File: src/spi_pkg.sv
//////////////////////////////////////////////////////////////////////
// SPI master shared types: byte and command formats, frame states
// and chip-select timing constants
//////////////////////////////////////////////////////////////////////
package spi_pkg;

  //////////////////////////////////////////////////////////////////////
  // Data and command widths
  //////////////////////////////////////////////////////////////////////
  localparam int BYTE_W   = 8;          // Bits per SPI byte
  localparam int TX_LEN_W = 4;          // TX byte count, 1..15
  localparam int RX_LEN_W = 4;          // RX byte count, 0..15
  localparam int WAIT_W   = 2;          // Wait periods between TX and RX

  typedef logic [BYTE_W-1:0] byte_t;

  // One bus frame request, latched whole by the sequencer
  typedef struct packed {
    logic [TX_LEN_W-1:0] tx_len;
    logic [WAIT_W-1:0]   wait_cyc;
    logic [RX_LEN_W-1:0] rx_len;
  } spi_cmd_t;

  //////////////////////////////////////////////////////////////////////
  // Frame FSM
  //////////////////////////////////////////////////////////////////////
  typedef enum logic [2:0] {
    IDLE,
    START_D,                            // CSn high settle
    START_S,                            // CSn low setup, SCK idle
    TX,
    WAIT,
    RX,
    STOP_S,                             // CSn low hold
    STOP_D                              // CSn high before idle
  } spi_state_t;

  // SCK periods spent in each chip-select phase
  localparam int SS_PERIODS = 4;

  // Longest phase is a full 15-byte shift
  localparam int MAX_LEN   = (1 << TX_LEN_W) - 1;
  localparam int BIT_CNT_W = $clog2(BYTE_W * MAX_LEN);

endpackage : spi_pkg

File: src/spi_phase_gen.sv
//////////////////////////////////////////////////////////////////////
// SCK phase counter with rise and fall enables
//////////////////////////////////////////////////////////////////////
module spi_phase_gen #(
  parameter int RATIO = 8               // System clocks per SCK period, even, >= 4
) (
  input  logic i_ext_spi_clk_x,
  input  logic i_srst,
  output logic o_rise_en,               // One cycle at count 0
  output logic o_fall_en,               // One cycle at count RATIO/2
  output logic o_sck_level              // Free-running 50% SCK
);

  localparam int CNT_W = $clog2(RATIO);
  localparam int HALF  = RATIO / 2;

  logic [CNT_W-1:0] phase_q;

  // Free-running, period of RATIO system clocks
  always_ff @(posedge i_ext_spi_clk_x) begin
    if (i_srst) begin
      phase_q <= '0;
    end else if (phase_q == CNT_W'(RATIO - 1)) begin
      phase_q <= '0;
    end else begin
      phase_q <= phase_q + 1'b1;
    end
  end

  // High half first, so the rising edge lines up with count 0
  assign o_sck_level = (phase_q < CNT_W'(HALF));

  assign o_rise_en = (phase_q == '0);
  assign o_fall_en = (phase_q == CNT_W'(HALF));

endmodule : spi_phase_gen

File: src/spi_byte_fifo.sv
//////////////////////////////////////////////////////////////////////
// Synchronous first-word-fall-through byte FIFO
//////////////////////////////////////////////////////////////////////
module spi_byte_fifo #(
  parameter int DEPTH = 16              // Entries, any value >= 2
) (
  input  logic           i_ext_spi_clk_x,
  input  logic           i_srst,
  // Write side
  input  logic           i_wr_valid,
  input  spi_pkg::byte_t i_wr_data,
  output logic           o_wr_ready,
  // Read side, head is always visible
  input  logic           i_rd_ready,
  output logic           o_rd_valid,
  output spi_pkg::byte_t o_rd_data
);
  import spi_pkg::*;

  localparam int PTR_W = $clog2(DEPTH);
  localparam int CNT_W = $clog2(DEPTH + 1);

  byte_t            mem [DEPTH];        // Storage
  logic [PTR_W-1:0] wr_ptr_q;
  logic [PTR_W-1:0] rd_ptr_q;
  logic [CNT_W-1:0] count_q;            // Occupancy

  logic wr_en;
  logic rd_en;

  assign wr_en = i_wr_valid && o_wr_ready;  // Write into a full FIFO is lost
  assign rd_en = i_rd_ready && o_rd_valid;

  always_ff @(posedge i_ext_spi_clk_x) begin
    if (wr_en) begin
      mem[wr_ptr_q] <= i_wr_data;
    end
  end

  ////////////////////////////////////////////////////////////////////
  // Pointers wrap at DEPTH, count tracks both sides
  ////////////////////////////////////////////////////////////////////
  always_ff @(posedge i_ext_spi_clk_x) begin
    if (i_srst) begin
      wr_ptr_q <= '0;
      rd_ptr_q <= '0;
      count_q  <= '0;
    end else begin
      if (wr_en) begin
        wr_ptr_q <= (wr_ptr_q == PTR_W'(DEPTH - 1)) ? '0 : wr_ptr_q + 1'b1;
      end
      if (rd_en) begin
        rd_ptr_q <= (rd_ptr_q == PTR_W'(DEPTH - 1)) ? '0 : rd_ptr_q + 1'b1;
      end
      if (wr_en && !rd_en) begin
        count_q <= count_q + 1'b1;
      end else if (rd_en && !wr_en) begin
        count_q <= count_q - 1'b1;
      end
    end
  end

  assign o_wr_ready = (count_q != CNT_W'(DEPTH));
  assign o_rd_valid = (count_q != '0);
  assign o_rd_data  = mem[rd_ptr_q];    // Head falls through

endmodule : spi_byte_fifo

File: src/spi_cmd_capture.sv
//////////////////////////////////////////////////////////////////////
// Single-entry command holding register between the system side
// and the bus sequencer
//////////////////////////////////////////////////////////////////////
module spi_cmd_capture (
  input  logic              i_ext_spi_clk_x,
  input  logic              i_srst,
  // System command handshake
  input  logic              i_cmd_valid,
  input  spi_pkg::spi_cmd_t i_cmd,
  output logic              o_cmd_ready,
  // Offer to the sequencer
  input  logic              i_seq_ready,
  output logic              o_seq_valid,
  output spi_pkg::spi_cmd_t o_seq_cmd
);
  import spi_pkg::*;

  logic     full_q;                     // Entry holds a command
  spi_cmd_t cmd_q;                      // Latched lengths

  logic cmd_take;                       // System side transfer
  logic seq_take;                       // Sequencer accepts the entry

  assign cmd_take = i_cmd_valid && o_cmd_ready;
  assign seq_take = o_seq_valid && i_seq_ready;

  // Occupancy flag
  // Fill and drain never coincide, ready needs an empty entry
  always_ff @(posedge i_ext_spi_clk_x) begin
    if (i_srst) begin
      full_q <= 1'b0;
    end else if (cmd_take) begin
      full_q <= 1'b1;
    end else if (seq_take) begin
      full_q <= 1'b0;
    end
  end

  // Lengths stay put until the sequencer has them
  always_ff @(posedge i_ext_spi_clk_x) begin
    if (cmd_take) begin
      cmd_q <= i_cmd;
    end
  end

  assign o_cmd_ready = !full_q;
  assign o_seq_valid = full_q;
  assign o_seq_cmd   = cmd_q;

endmodule : spi_cmd_capture

File: src/spi_bus_sequencer.sv
//////////////////////////////////////////////////////////////////////
// SPI Mode 0 frame FSM with chip select timing, SCK gating, COPI shift
// and TX FIFO pops
//////////////////////////////////////////////////////////////////////
module spi_bus_sequencer (
  input  logic                i_ext_spi_clk_x,
  input  logic                i_srst,
  // Phase enables
  input  logic                i_rise_en,
  input  logic                i_fall_en,
  input  logic                i_sck_level,
  // Command from capture
  input  logic                i_cmd_valid,
  input  spi_pkg::spi_cmd_t   i_cmd,
  output logic                o_cmd_ready,
  // TX FIFO head
  input  logic                i_tx_valid,
  input  spi_pkg::byte_t      i_tx_data,
  output logic                o_tx_pop,
  // Status and bus
  output spi_pkg::spi_state_t o_state,
  output logic                o_sck,
  output logic                o_csn,
  output logic                o_copi
);
  import spi_pkg::*;

  localparam logic [BIT_CNT_W-1:0] SS_LAST = BIT_CNT_W'(SS_PERIODS - 1);

  spi_state_t           state_q;
  spi_state_t           state_d;
  logic [BIT_CNT_W-1:0] cnt_q;          // Periods spent in current state
  spi_cmd_t             cmd_q;          // Frame lengths

  logic [BIT_CNT_W-1:0] tx_last;
  logic [BIT_CNT_W-1:0] wait_last;
  logic [BIT_CNT_W-1:0] rx_last;
  spi_state_t           after_tx;
  spi_state_t           after_wait;

  // TX byte committed at its first rising edge
  byte_t byte_q;
  logic  byte_vld_q;
  logic  byte_lock_q;
  byte_t cur_data;
  logic  cur_valid;
  logic  last_bit;                      // Final bit of a byte

  assign tx_last   = BIT_CNT_W'(cmd_q.tx_len * BYTE_W) - 1'b1;
  assign wait_last = BIT_CNT_W'(cmd_q.wait_cyc) - 1'b1;
  assign rx_last   = BIT_CNT_W'(cmd_q.rx_len * BYTE_W) - 1'b1;

  // Empty WAIT and RX phases are skipped
  assign after_wait = (cmd_q.rx_len != '0) ? RX : STOP_S;
  assign after_tx   = (cmd_q.wait_cyc != '0) ? WAIT : after_wait;

  //////////////////////////////////////////////////////////////////////
  // Next state evaluated once per SCK period
  //////////////////////////////////////////////////////////////////////
  always_comb begin
    state_d = state_q;
    case (state_q)
      IDLE:    if (i_cmd_valid)        state_d = START_D;
      START_D: if (cnt_q == SS_LAST)   state_d = START_S;
      START_S: if (cnt_q == SS_LAST)   state_d = TX;
      TX:      if (cnt_q == tx_last)   state_d = after_tx;
      WAIT:    if (cnt_q == wait_last) state_d = after_wait;
      RX:      if (cnt_q == rx_last)   state_d = STOP_S;
      STOP_S:  if (cnt_q == SS_LAST)   state_d = STOP_D;
      STOP_D:  if (cnt_q == SS_LAST)   state_d = IDLE;
    endcase
  end

  // State and counter move only on the falling SCK enable
  always_ff @(posedge i_ext_spi_clk_x) begin
    if (i_srst) begin
      state_q <= IDLE;
      cnt_q   <= '0;
    end else if (i_fall_en) begin
      state_q <= state_d;
      if ((state_d != state_q) || (state_q == IDLE)) begin
        cnt_q <= '0;                    // Fresh count per phase
      end else begin
        cnt_q <= cnt_q + 1'b1;
      end
    end
  end

  // Command taken only from IDLE at a fall enable
  assign o_cmd_ready = (state_q == IDLE) && i_fall_en;

  always_ff @(posedge i_ext_spi_clk_x) begin
    if (i_cmd_valid && o_cmd_ready) begin
      cmd_q <= i_cmd;
    end
  end

  //////////////////////////////////////////////////////////////////////
  // TX byte hold
  //////////////////////////////////////////////////////////////////////
  // First bit period comes straight from the FIFO head; a byte landing in
  // an empty FIFO mid-byte must not change COPI or get popped unsent
  assign last_bit = (cnt_q[2:0] == 3'd7);

  always_ff @(posedge i_ext_spi_clk_x) begin
    if (i_srst) begin
      byte_lock_q <= 1'b0;
      byte_vld_q  <= 1'b0;
    end else if (i_rise_en && (state_q == TX) && (cnt_q[2:0] == 3'd0)) begin
      byte_lock_q <= 1'b1;
      byte_vld_q  <= i_tx_valid;
    end else if (i_fall_en && (last_bit || (state_q != TX))) begin
      byte_lock_q <= 1'b0;              // Next byte starts from the head
    end
  end

  always_ff @(posedge i_ext_spi_clk_x) begin
    if (i_rise_en && (state_q == TX) && (cnt_q[2:0] == 3'd0)) begin
      byte_q <= i_tx_data;
    end
  end

  assign cur_valid = byte_lock_q ? byte_vld_q : i_tx_valid;
  assign cur_data  = byte_lock_q ? byte_q : i_tx_data;

  // Pop after the last bit only when a real byte went out
  assign o_tx_pop = i_fall_en && (state_q == TX) && last_bit && cur_valid;

  //////////////////////////////////////////////////////////////////////
  // Bus outputs
  //////////////////////////////////////////////////////////////////////
  assign o_state = state_q;
  assign o_csn   = (state_q == IDLE) || (state_q == START_D) || (state_q == STOP_D);
  assign o_sck   = i_sck_level && ((state_q == TX) || (state_q == WAIT) || (state_q == RX));

  // MSB first with zeros when the FIFO ran dry
  assign o_copi  = (state_q == TX) && cur_valid && cur_data[3'd7 - cnt_q[2:0]];

endmodule : spi_bus_sequencer

File: src/spi_rx_deserializer.sv
//////////////////////////////////////////////////////////////////////
// CIPO shift register, MSB-first bytes pushed into the RX FIFO
//////////////////////////////////////////////////////////////////////
module spi_rx_deserializer (
  input  logic                i_ext_spi_clk_x,
  input  logic                i_srst,
  input  logic                i_rise_en,
  input  spi_pkg::spi_state_t i_state,
  input  logic                i_cipo,
  output logic                o_push,   // One cycle, byte complete
  output spi_pkg::byte_t      o_byte
);
  import spi_pkg::*;

  localparam int IDX_W = $clog2(BYTE_W);

  logic [IDX_W-1:0] bit_cnt_q;          // Samples taken in current byte
  byte_t            shift_q;
  logic             push_q;
  logic             sample;

  assign sample = i_rise_en && (i_state == RX);  // Mode 0 samples on rising SCK

  // Bit counter restarts outside RX
  always_ff @(posedge i_ext_spi_clk_x) begin
    if (i_srst) begin
      bit_cnt_q <= '0;
      push_q    <= 1'b0;
    end else begin
      push_q <= 1'b0;
      if (i_state != RX) begin
        bit_cnt_q <= '0;
      end else if (sample) begin
        bit_cnt_q <= bit_cnt_q + 1'b1;
        push_q    <= (bit_cnt_q == IDX_W'(BYTE_W - 1));  // Eighth sample
      end
    end
  end

  always_ff @(posedge i_ext_spi_clk_x) begin
    if (sample) begin
      shift_q <= {shift_q[BYTE_W-2:0], i_cipo};  // First bit ends up as MSB
    end
  end

  assign o_push = push_q;
  assign o_byte = shift_q;

endmodule : spi_rx_deserializer

File: src/spi_generic_master.sv
//////////////////////////////////////////////////////////////////////
// SPI Mode 0 master top: byte FIFOs, phase enables, command capture,
// frame sequencer and RX deserializer
//////////////////////////////////////////////////////////////////////
module spi_generic_master #(
  parameter int CLK_RATIO  = 8,         // System clocks per SCK period
  parameter int FIFO_DEPTH = 16         // Entries in each byte FIFO
) (
  input  logic              i_ext_spi_clk_x,
  input  logic              i_srst,
  // Command
  input  logic              i_cmd_valid,
  input  spi_pkg::spi_cmd_t i_cmd,
  output logic              o_cmd_ready,
  // TX bytes
  input  logic              i_tx_valid,
  input  spi_pkg::byte_t    i_tx_data,
  output logic              o_tx_ready,
  // RX bytes
  output logic              o_rx_valid,
  output spi_pkg::byte_t    o_rx_data,
  input  logic              i_rx_ready,
  // SPI bus
  output logic              o_sck,
  output logic              o_csn,
  output logic              o_copi,
  input  logic              i_cipo,
  output logic              o_spi_idle
);
  import spi_pkg::*;

  logic       rise_en;
  logic       fall_en;
  logic       sck_level;
  logic       seq_valid;
  spi_cmd_t   seq_cmd;
  logic       seq_ready;
  logic       tx_head_valid;
  byte_t      tx_head_data;
  logic       tx_pop;
  spi_state_t seq_state;
  logic       rx_push;
  byte_t      rx_byte;

  ////////////////////////////////////////////////////////////////////
  // Byte FIFOs
  ////////////////////////////////////////////////////////////////////
  spi_byte_fifo #(.DEPTH(FIFO_DEPTH)) u_tx_fifo (
    .i_ext_spi_clk_x (i_ext_spi_clk_x),
    .i_srst          (i_srst),
    .i_wr_valid      (i_tx_valid),
    .i_wr_data       (i_tx_data),
    .o_wr_ready      (o_tx_ready),
    .i_rd_ready      (tx_pop),
    .o_rd_valid      (tx_head_valid),
    .o_rd_data       (tx_head_data)
  );

  // Full RX FIFO drops the byte, the bus keeps running
  spi_byte_fifo #(.DEPTH(FIFO_DEPTH)) u_rx_fifo (
    .i_ext_spi_clk_x (i_ext_spi_clk_x),
    .i_srst          (i_srst),
    .i_wr_valid      (rx_push),
    .i_wr_data       (rx_byte),
    .o_wr_ready      (),
    .i_rd_ready      (i_rx_ready),
    .o_rd_valid      (o_rx_valid),
    .o_rd_data       (o_rx_data)
  );

  spi_phase_gen #(.RATIO(CLK_RATIO)) u_phase_gen (
    .i_ext_spi_clk_x (i_ext_spi_clk_x),
    .i_srst          (i_srst),
    .o_rise_en       (rise_en),
    .o_fall_en       (fall_en),
    .o_sck_level     (sck_level)
  );

  spi_cmd_capture u_cmd_capture (
    .i_ext_spi_clk_x (i_ext_spi_clk_x),
    .i_srst          (i_srst),
    .i_cmd_valid     (i_cmd_valid),
    .i_cmd           (i_cmd),
    .o_cmd_ready     (o_cmd_ready),
    .i_seq_ready     (seq_ready),
    .o_seq_valid     (seq_valid),
    .o_seq_cmd       (seq_cmd)
  );

  spi_bus_sequencer u_bus_sequencer (
    .i_ext_spi_clk_x (i_ext_spi_clk_x),
    .i_srst          (i_srst),
    .i_rise_en       (rise_en),
    .i_fall_en       (fall_en),
    .i_sck_level     (sck_level),
    .i_cmd_valid     (seq_valid),
    .i_cmd           (seq_cmd),
    .o_cmd_ready     (seq_ready),
    .i_tx_valid      (tx_head_valid),
    .i_tx_data       (tx_head_data),
    .o_tx_pop        (tx_pop),
    .o_state         (seq_state),
    .o_sck           (o_sck),
    .o_csn           (o_csn),
    .o_copi          (o_copi)
  );

  spi_rx_deserializer u_rx_deserializer (
    .i_ext_spi_clk_x (i_ext_spi_clk_x),
    .i_srst          (i_srst),
    .i_rise_en       (rise_en),
    .i_state         (seq_state),
    .i_cipo          (i_cipo),
    .o_push          (rx_push),
    .o_byte          (rx_byte)
  );

  // Idle once no frame runs and no command waits in capture
  assign o_spi_idle = (seq_state == IDLE) && o_cmd_ready;

endmodule : spi_generic_master

File: config.mk
export PLATFORM = sky130hd
export DESIGN_NAME = spi_generic_master
export DESIGN_NICKNAME = d
export VERILOG_FILES = /design/src/spi_pkg.sv /design/src/spi_phase_gen.sv /design/src/spi_byte_fifo.sv /design/src/spi_cmd_capture.sv /design/src/spi_bus_sequencer.sv /design/src/spi_rx_deserializer.sv /design/src/spi_generic_master.sv
export SDC_FILE = /design/constraint.sdc
export NUM_CORES = 1
export LEC_CHECK = 0
export BUFFER_PORTS_ARGS = -buffer_cell sky130_fd_sc_hd__buf_2
export CORE_ASPECT_RATIO = 0.75
export CORE_MARGIN = 2
export CORE_UTILIZATION = 40
export DETAILED_ROUTE_END_ITERATION = 7
export PLACE_DENSITY = 0.54
export RECOVER_POWER = 50
export SLEW_MARGIN = 20
export SYNTH_ARGS = -nofsm -noshare
export SYNTH_HDL_FRONTEND = slang
export SYNTH_SLANG_ARGS = --single-unit
export TNS_END_PERCENT = 50
File: constraint.sdc
create_clock -name i_ext_spi_clk_x -period 8 [get_ports i_ext_spi_clk_x]
set_input_delay 2 -clock i_ext_spi_clk_x [delete_from_list [all_inputs] [get_ports i_ext_spi_clk_x]]
set_output_delay 2 -clock i_ext_spi_clk_x [all_outputs]
set_load 0.05 [all_outputs]
==> results.yml, run 1 <==
global_routing:
  met2_usage: 0.222
  grt_max_degree: 40
  antenna_found_initial: 0
  grt_pass1_vias: 7417
  grt_pass1_wl_mm: 44.9
  use_met1: 0.254
  gr-usage-met3: 0.0286
  grt_usage: 0.160
  grt_overflow: 0
  top_usage_layer: "met1"
final_layout:
  area_delta_synth_final_pct: 12.1
  final_cell_mix: "edfxtp_1, nor2_1, mux4_2"
  final_area_mm2: 0.0161
  nets: 953
  n_fill_cell: 3032
  seqCellArea_mm2: 0.00985
  multi_input_area_mm2: 0.00423
  final_common_cell: "edfxtp_1"
  drive_gt1_frac: 0.187
  diodes: 0
  instances_no_fill: 1389
clock_tree:
  hold_buffers: 0
  clockBufferDepth: 3
  cts-resized-gates: 0
  numCtsBuffers: 37
  cts.clk_slew.worst_paths_ns: 0.06
  cts_htree_levels: 2
  clkLatencyLatePin_ns: 0.53
  postCtsSetupRepairBufs: 0
  cts_root_buf: "clkbuf_16"
  clkSinkCount: 346
  cts_tree: "yes"
place:
  placed_area_mm2: 0.0150
  dp_cells: 1322
  hpwl_mm: 18.6
  port_buffers: 38
  gp_congestion: 0.784
timing:
  fin_worst_skew_ns: 0.0251
  tightest_slew_ns: 1.78
  rsz0062_at_grt: "false"
  tns_ns: 0
  min_period_over_period: 0.629
  period_needed_ns: 5.03
  fmax_mhz: 199
  hold_ws_ns: 0.417
  relSlewSlack: -0.197
  hold_viol_final: 0
  finalSetupViolations: 0
  slew_viol_final: 12
setup_path:
  slowest_stage: "mux4_1"
  critPathCaptureType: "output port"
  r2r_end: "u_tx_fifo.count_q[4]"
  crit_required_ns: 6.00
  cp-start-kind: "flop"
  r2r_slack_ns: 4.83
  worstPathArrival_ns: 3.03
  timing.rr.start: "u_bus_sequencer.o_state[0]"
  crit_fanout: 32
  crit_type: "reg -> out"
  critical_path.max_stage_delay_ns: 0.70
  worstPathCellList: "buf_4, mux4_1, mux2i_1, nor2_1, a2111oi_0, or4_1, o22ai_2, buf_2"
  critPathTopFamily: "multiplexers"
  path_buf_inv: 2
  rr_worst_depth: 12
drt:
  avgRoutedWirePerCell_um: 20.9
  drt_first_iter_violations: 708
  dr.pass1.iters: 5
  vias: 7503
  drc: 0
  postRouteWirelength_mm: 29.0
  ant_nets: 0
  via_per_inst: 5.40
synthesis:
  synth-simple-area-share: 0.0644
  synthMuxAreaShare: 0.136
  netlist_area_mm2: 0.0144
  yosys.area_share.adder: 0.0297
  yosysTopAreaCell: "edfxtp_1"
  synth_compound_area_frac: 0.0424
  yosysSeqAreaShare: 0.685
  yosysUniqueCellTypes: 60
  synth_top_family_by_area: "multiplexers"
  ys_top_cells_by_area: "edfxtp_1, mux4_2, dfxtp_1"
  synth_top_area_share: 0.610
  synth-main-ff-cell: "edfxtp_1"
  synth-seq-cells: 346
  async_flop_share: 0
  synth_xor_area_frac: 0.0196
  synth-edff-count: 292
  syn_nets: 906
  synth.avg_cell_area_um2: 16.9
  syn_inst: 849
  yosysWarningCount: 0
worst_hold_path:
  min_path_cells: 0
  hold_end: "u_bus_sequencer.cmd_q[9]"
  hp-class: "reg -> reg"
  hold_start: "u_cmd_capture.o_seq_cmd[9]"
floorplanning:
  io_pins: 39
  core_mm2: 0.0357
  core.rowCount: 60
  die-area_mm2: 0.0375
  die_h_um: 168
  die-width_um: 223
  start_util: 0.403
run_status:
  status: "finished, violations left"
  violations: "capacitance limit, slew limit"
pwr:
  p_int_mw: 3.11
  switching_power_mw: 1.01
  powerDensity_mw_per_mm2: 255
  comb_power_share: 0.128
  clkPwrFrac: 0.383
  seqPwrFrac: 0.489
  peakVddDrop_v: 0.000134
  p_leak_nw: 5.16
  swShare: 0.245
  p_total_mw: 4.12
flow_run:
  cap_violations: 1
[metal layers]
metal / vias up / wire [µm]
li1: 3427 / -
met1: 3823 / 14900
met2: 209 / 11900
met3: 44 / 1600
met4: 0 / 585
met5: - / 0
[final cells by class]
cell class,instances,share of cell area
Clock buffer,49,0.0608
Sequential cell,346,0.611
Clock inverter,18,0.00792
Multi-Input combinational cell,436,0.263
Inverter,26,0.00605
Timing Repair Buffer,49,0.0154
Tap cell,465,0.0361
[worst reg2reg max path: stages, from the launching register on]
cell and delay, ns:
dfxtp_1 0.58, nand3b_1 0.34, a21oi_1 0.23, and4_1 0.30
inv_1 0.11, ha_1 0.23, inv_1 0.14, ha_1 0.29
a21o_1 0.17, a21oi_1 0.16, xnor2_1 0.09, or3_1 0.31
a21oi_1 0.13
[how the worst max path moves through the flow]
stage,startpoint,to,cells after the start
after global routing,flop,o_copi,8
after global placement,flop,o_copi,8
final,flop,o_copi,8
after CTS,flop,o_copi,8
after floorplan,flop,o_copi,8
after detailed placement,flop,o_copi,8
[logic make-up (layout without fill, tap and decap cells)]
| group | after synthesis | in the layout |
|---|---|---|
| flops | 346 | 346 |
| simple gates | 189 | 189 |
| compound gates | 93 | 93 |
| mux | 92 | 92 |
| buf+inv | 67 | 142 |
| fa+ha+maj | 33 | 33 |
| xor+xnor | 29 | 29 |
[Yosys cell counts, drive strengths merged, types with 2 or more instances]
| master | number |
|---|---|
| nor3b | 4 |
| nand2b | 10 |
| a211oi | 7 |
| clkbuf | 18 |
| a22oi | 3 |
| o22ai | 5 |
| and2 | 7 |
| o211ai | 3 |
| and3 | 2 |
| xnor3 | 2 |
| and4 | 2 |
| dfxtp | 54 |
| nor3 | 19 |
| or3 | 9 |
| ha | 31 |
| or2 | 3 |
| xor2 | 13 |
| xnor2 | 14 |
| or4 | 3 |
| a21o | 5 |
| inv | 26 |
| a22o | 2 |
| nand3 | 4 |
| edfxtp | 292 |
| o31ai | 5 |
| mux4 | 78 |
| nor4 | 5 |
| fa | 2 |
| a21oi | 38 |
| buf | 23 |
| a2111oi | 2 |
| nor2b | 4 |
| nand2 | 42 |
| o21ai | 13 |
| nand4 | 6 |
| nor2 | 67 |
| a31oi | 5 |
| mux2i | 14 |
[metrics by stage]
stage	setup WS, ns	util
final	2.97	0.452
after global routing	2.79	0.452
after CTS	2.89	0.453
after detailed placement	3.47	0.422
after global placement	3.48	0.422
after floorplan	3.96	-
[registers in the layout (all words and copies together), names as in the netlist, 4 cells and up, named ones only]
signal and cells:
u_tx_fifo.wr_ptr_q 4, u_bus_sequencer.byte_q 8, u_rx_fifo.rd_ptr_q 4, u_tx_fifo.count_q 5, u_tx_fifo.mem 128, u_rx_fifo.wr_ptr_q 4
u_bus_sequencer.cnt_q 7, u_cmd_capture.o_seq_cmd 10, u_tx_fifo.rd_ptr_q 4, u_rx_fifo.mem 128, u_bus_sequencer.cmd_q 10, u_rx_fifo.count_q 5
u_rx_deserializer.o_byte 8
[power groups by stage]
stage          registers [mW]  clock network [mW]  logic, mW
2_1_floorplan            2.04                   0      0.412
3_3_place_gp             2.05                   0      0.534
3_5_place_dp             2.05                   0      0.536
4_1_cts                  2.01                1.62      0.537
5_1_grt                  2.02                1.69      0.579
6_report                 2.01                1.58      0.528
No activity file was read; power rests on OpenSTA's default activity.
==> inputs of run 2 (changes only) <==
--- a/config.mk
+++ b/config.mk
@@ -10,7 +10,7 @@
 export CORE_MARGIN = 2
 export CORE_UTILIZATION = 40
 export DETAILED_ROUTE_END_ITERATION = 7
-export PLACE_DENSITY = 0.54
+export PLACE_DENSITY = 0.56
 export RECOVER_POWER = 50
 export SLEW_MARGIN = 20
 export SYNTH_ARGS = -nofsm -noshare
==> constraint.sdc (replaced) <==
create_clock -name i_ext_spi_clk_x -period 4.15 [get_ports i_ext_spi_clk_x]
set_input_delay 1.0375 -clock i_ext_spi_clk_x [delete_from_list [all_inputs] [get_ports i_ext_spi_clk_x]]
set_output_delay 1.0375 -clock i_ext_spi_clk_x [all_outputs]
set_load 0.05 [all_outputs]
==> results.yml, run 2 (same netlist as run 1, synthesis figures left out) <==
drt:
  postRouteWirelength_mm: 29.2
  avgRoutedWirePerCell_um: 20.9
  dr.pass1.iters: 7
  met1_length_mm: 15.3
  wl_met2_mm: 11.7
  ant_nets: 0
  drt_first_iter_violations: 628
  drc: 0
  via_per_inst: 5.32
  dr_wl_met3_mm: 1.71
  highest-signal-layer: "met4"
  vias: 7430
clock_tree:
  clockBufferDepth: 3
  numCtsBuffers: 36
  cts_root_buf: "clkbuf_16"
  clkLatencyLatePin_ns: 0.53
  cts.clk_slew.worst_paths_ns: 0.06
  postCtsSetupRepairBufs: 0
  cts_tree: "yes"
  clkSinkCount: 346
  cts_htree_levels: 2
timing:
  tns_ns: 0
  relSlewSlack: -0.325
  hold_viol_final: 0
  fmax_mhz: 249
  slew_viol_final: 40
  period_needed_ns: 4.02
  finalSetupViolations: 0
  min_period_over_period: 0.969
  tightest_slew_ns: 1.99
  hold_ws_ns: 0.405
  fin_worst_skew_ns: 0.0195
  rsz0062_at_grt: "false"
setup_path:
  crit_required_ns: 3.11
  cp-start-kind: "flop"
  crit_type: "reg -> out"
  r2r_end: "u_rx_fifo.count_q[4]"
  timing.rr.start: "u_rx_fifo.count_q[0]"
  crit_end: "o_copi"
  crit_fanout: 16
  worstPathArrival_ns: 2.99
  crit_path_start: "u_bus_sequencer.byte_lock_q"
  rr_worst_depth: 12
  r2r_slack_ns: 1.01
  critPathCaptureType: "output port"
pwr:
  powerDensity_mw_per_mm2: 490
  p_leak_nw: 5.21
  peakVddDrop_v: 0.000295
place:
  dp_cells: 1334
  port_buffers: 38
  gp_congestion: 0.773
  hpwl_mm: 19.4
  placed_area_mm2: 0.0151
final_layout:
  final_common_cell: "edfxtp_1"
  drive_gt1_frac: 0.193
  area_delta_synth_final_pct: 12.8
  nets: 964
  final_area_mm2: 0.0162
  final_cell_mix: "edfxtp_1, nor2_1, mux4_2"
  instances_no_fill: 1397
  reg_top3: "u_rx_fifo.mem (128), u_tx_fifo.mem (128)"
  diodes: 0
global_routing:
  grt_overflow: 0
  antenna_found_initial: 0
  grt_pass1_vias: 7209
  grt_pass1_wl_mm: 44.4
  grt_usage: 0.157
  grt_max_degree: 40
floorplanning:
  io_pins: 39
  core_mm2: 0.0357
  die_h_um: 168
  die-area_mm2: 0.0375
  start_util: 0.403
  core.rowCount: 60
  die-width_um: 223
run_status:
  violations: "capacitance limit, slew limit"
  status: "finished, violations left"
flow_run:
  cap_violations: 1
worst_hold_path:
  hp-class: "reg -> reg"
## run 2: metrics by stage
step	util	setup WS [ns]	power [mW]
after CTS	0.455	0.0556	8.05
after global placement	0.424	0.610	5.01
after detailed placement	0.424	0.621	5.02
after floorplan	-	1.08	4.73
after global routing	0.455	0.000903	8.26
final	0.455	0.127	7.95
## run 2: final cells by class
type | instances | area, µm²
Fill cell | 3050 | 19400
Sequential cell | 346 | 9850
Multi-Input combinational cell | 436 | 4220
Clock buffer | 46 | 938
Tap cell | 465 | 582
Timing Repair Buffer | 61 | 377
Clock inverter | 17 | 150
Inverter | 26 | 97.6
## run 2: worst min-delay path by stage
stage | from | end | slack, ns | depth (start not counted)
detailed placement | u_cmd_capture.o_seq_cmd[2] | u_bus_sequencer.cmd_q[2] | 0.40 | 0
global route | u_cmd_capture.o_seq_cmd[6] | u_bus_sequencer.cmd_q[6] | 0.41 | 0
CTS | u_cmd_capture.o_seq_cmd[6] | u_bus_sequencer.cmd_q[6] | 0.40 | 0
finish | u_cmd_capture.o_seq_cmd[6] | u_bus_sequencer.cmd_q[6] | 0.40 | 0
global placement | u_cmd_capture.o_seq_cmd[3] | u_bus_sequencer.cmd_q[3] | 0.40 | 0
floorplan | u_cmd_capture.o_seq_cmd[0] | u_bus_sequencer.cmd_q[0] | 0.40 | 0
## run 2: metal layers
metal	global-route usage	up-vias
li1	-	3442
met1	0.260	3736
met2	0.208	212
met3	0.0300	40
met4	0.0414	0
met5	0	-
## run 2: worst max-delay path, cell delays in order, from the launching register on
cell and delay (ns):
dfxtp_1 0.48, nand2b_1 0.33, nor2_1 0.40, a22o_1 0.21, o22ai_1 0.08, or4_1 0.53, o22ai_2 0.13, buf_2 0.29
## run 2: timing repair
| item | in CTS | in global routing |
|---|---|---|
| setup endpoints to repair | 0 | 1 |
| hold buffers | 0 | 0 |
| resized for setup | 0 | 1 |
| endpoints found under the hold margin | 0 | 0 |
## run 2: where the power goes
group | switching (mW) | internal (mW)
clock | 1.29 | 1.73
sequential | 0.0566 | 3.83
combinational | 0.602 | 0.453
==> inputs of run 3 (changes only) <==
--- a/config.mk
+++ b/config.mk
@@ -6,7 +6,7 @@
 export NUM_CORES = 1
 export LEC_CHECK = 0
 export BUFFER_PORTS_ARGS = -buffer_cell sky130_fd_sc_hd__buf_2
-export CORE_ASPECT_RATIO = 0.75
+export CORE_ASPECT_RATIO = 1.5
 export CORE_MARGIN = 2
 export CORE_UTILIZATION = 40
 export DETAILED_ROUTE_END_ITERATION = 7
==> results.yml, run 3 (same netlist as run 1, synthesis figures left out) <==
setup_path:
  path_buf_inv: 1
  timing.rr.start: "u_rx_fifo.count_q[0]"
  worstPathArrival_ns: 2.93
  crit_type: "reg -> out"
  worstPathCellList: "mux4_1, mux2i_1, nor2_1, a2111oi_1, or4_1, o22ai_2, buf_2"
  crit_required_ns: 3.11
  critPathCaptureType: "output port"
  slowest_stage: "mux4_1"
  critical_path.max_stage_delay_ns: 0.61
  cp-start-kind: "flop"
  critPathTopFamily: "multiplexers"
  crit_fanout: 8
timing:
  period_needed_ns: 3.96
  hold_viol_final: 0
  relSlewSlack: -0.358
  min_period_over_period: 0.955
  tns_ns: 0
  slew_viol_final: 40
  finalSetupViolations: 0
  fmax_mhz: 252
  rsz0062_at_grt: "false"
  tightest_slew_ns: 2.04
  fin_worst_skew_ns: 0.0154
place:
  hpwl_mm: 20.1
  port_buffers: 38
  gp_congestion: 0.761
  placed_area_mm2: 0.0152
global_routing:
  grt_overflow: 0
  grt_pass1_vias: 7796
  grt_max_degree: 40
  antenna_found_initial: 0
  grt_pass1_wl_mm: 45.2
  grt_usage: 0.157
drt:
  vias: 7429
  drc: 0
  postRouteWirelength_mm: 29.0
  avgRoutedWirePerCell_um: 20.5
  via_per_inst: 5.26
  dr.pass1.iters: 4
  drt_first_iter_violations: 391
  ant_nets: 0
final_layout:
  nets: 967
  diodes: 0
  drive_gt1_frac: 0.198
  area_delta_synth_final_pct: 13.0
  final_cell_mix: "edfxtp_1, nor2_1, mux4_2"
  reg_top3: "u_rx_fifo.mem (128), u_tx_fifo.mem (128)"
  seqCellArea_mm2: 0.00985
  final_area_mm2: 0.0163
  n_fill_cell: 3069
  multi_input_area_mm2: 0.00422
  final_common_cell: "edfxtp_1"
clock_tree:
  clockBufferDepth: 3
  cts_htree_levels: 2
  cts_tree: "yes"
  cts_root_buf: "clkbuf_16"
  numCtsBuffers: 34
  clkLatencyLatePin_ns: 0.52
  clkSinkCount: 346
  cts.clk_slew.worst_paths_ns: 0.06
floorplanning:
  core_mm2: 0.0356
  die-area_mm2: 0.0375
  core.rowCount: 85
  io_pins: 39
  die_h_um: 236
  die-width_um: 159
  start_util: 0.404
worst_hold_path:
  hold_start: "u_cmd_capture.o_seq_cmd[8]"
  hp-class: "reg -> reg"
pwr:
  peakVddDrop_v: 0.000335
  powerDensity_mw_per_mm2: 487
  p_leak_nw: 5.22
flow_run:
  cap_violations: 1
run_status:
  status: "finished, violations left"
  violations: "capacitance limit, slew limit"
## run 3: cell types whose count changed in the layout (fill, tap and decap cells not counted), sizes merged
cell      change
clkbuf        -4
buf           +2
clkinvlp      +4
bufinv        +1
clkinv        -1
## run 3: final timing paths
check / endpoint / slack [ns] / cells past startpoint
max: o_copi / 0.19 / 7
min: u_bus_sequencer.cmd_q[8] / 0.42 / 0
max reg2reg: u_rx_fifo.count_q[4] / 1.02 / 12
min reg2reg: u_bus_sequencer.cmd_q[8] / 0.42 / 0
## run 3: layout make-up
cell class | instances | area share
Clock buffer | 39 | 0.0548
Clock inverter | 21 | 0.0118
Inverter | 26 | 0.00600
Multi-Input combinational cell | 436 | 0.260
Sequential cell | 346 | 0.606
Tap cell | 478 | 0.0368
Timing Repair Buffer | 66 | 0.0249
## run 3: repair_timing
action                                  in CTS  in global routing
buffers inserted                             0                  0
gates resized for setup                      0                  1
endpoints found under the setup margin       0                  1
hold buffers                                 0                  0
## run 3: per-stage QoR
stage	cells	setup WS (ns)	power, mW	hold slack [ns]	util
after floorplan	849	1.08	4.73	0.400	-
after global placement	1352	0.746	5.00	0.404	0.426
after CTS	1412	0.152	8.03	0.419	0.457
final	1412	0.187	7.92	0.418	0.456
after detailed placement	1352	0.737	5.01	0.405	0.426
after global routing	1412	0.0827	8.24	0.425	0.456
## run 3: power breakdown
group / internal [mW] / switching [mW]
registers: 3.82 / 0.0574
logic: 0.452 / 0.573
clock network: 1.74 / 1.28
total: 6.01 / 1.91
## run 3: routing by layer
layer	track usage	wire length (µm)	vias up
li1	-	-	3438
met1	0.162	10600	3789
met2	0.315	16700	143
met3	0.0230	830	59
met4	0.0598	912	0
met5	0	0	-
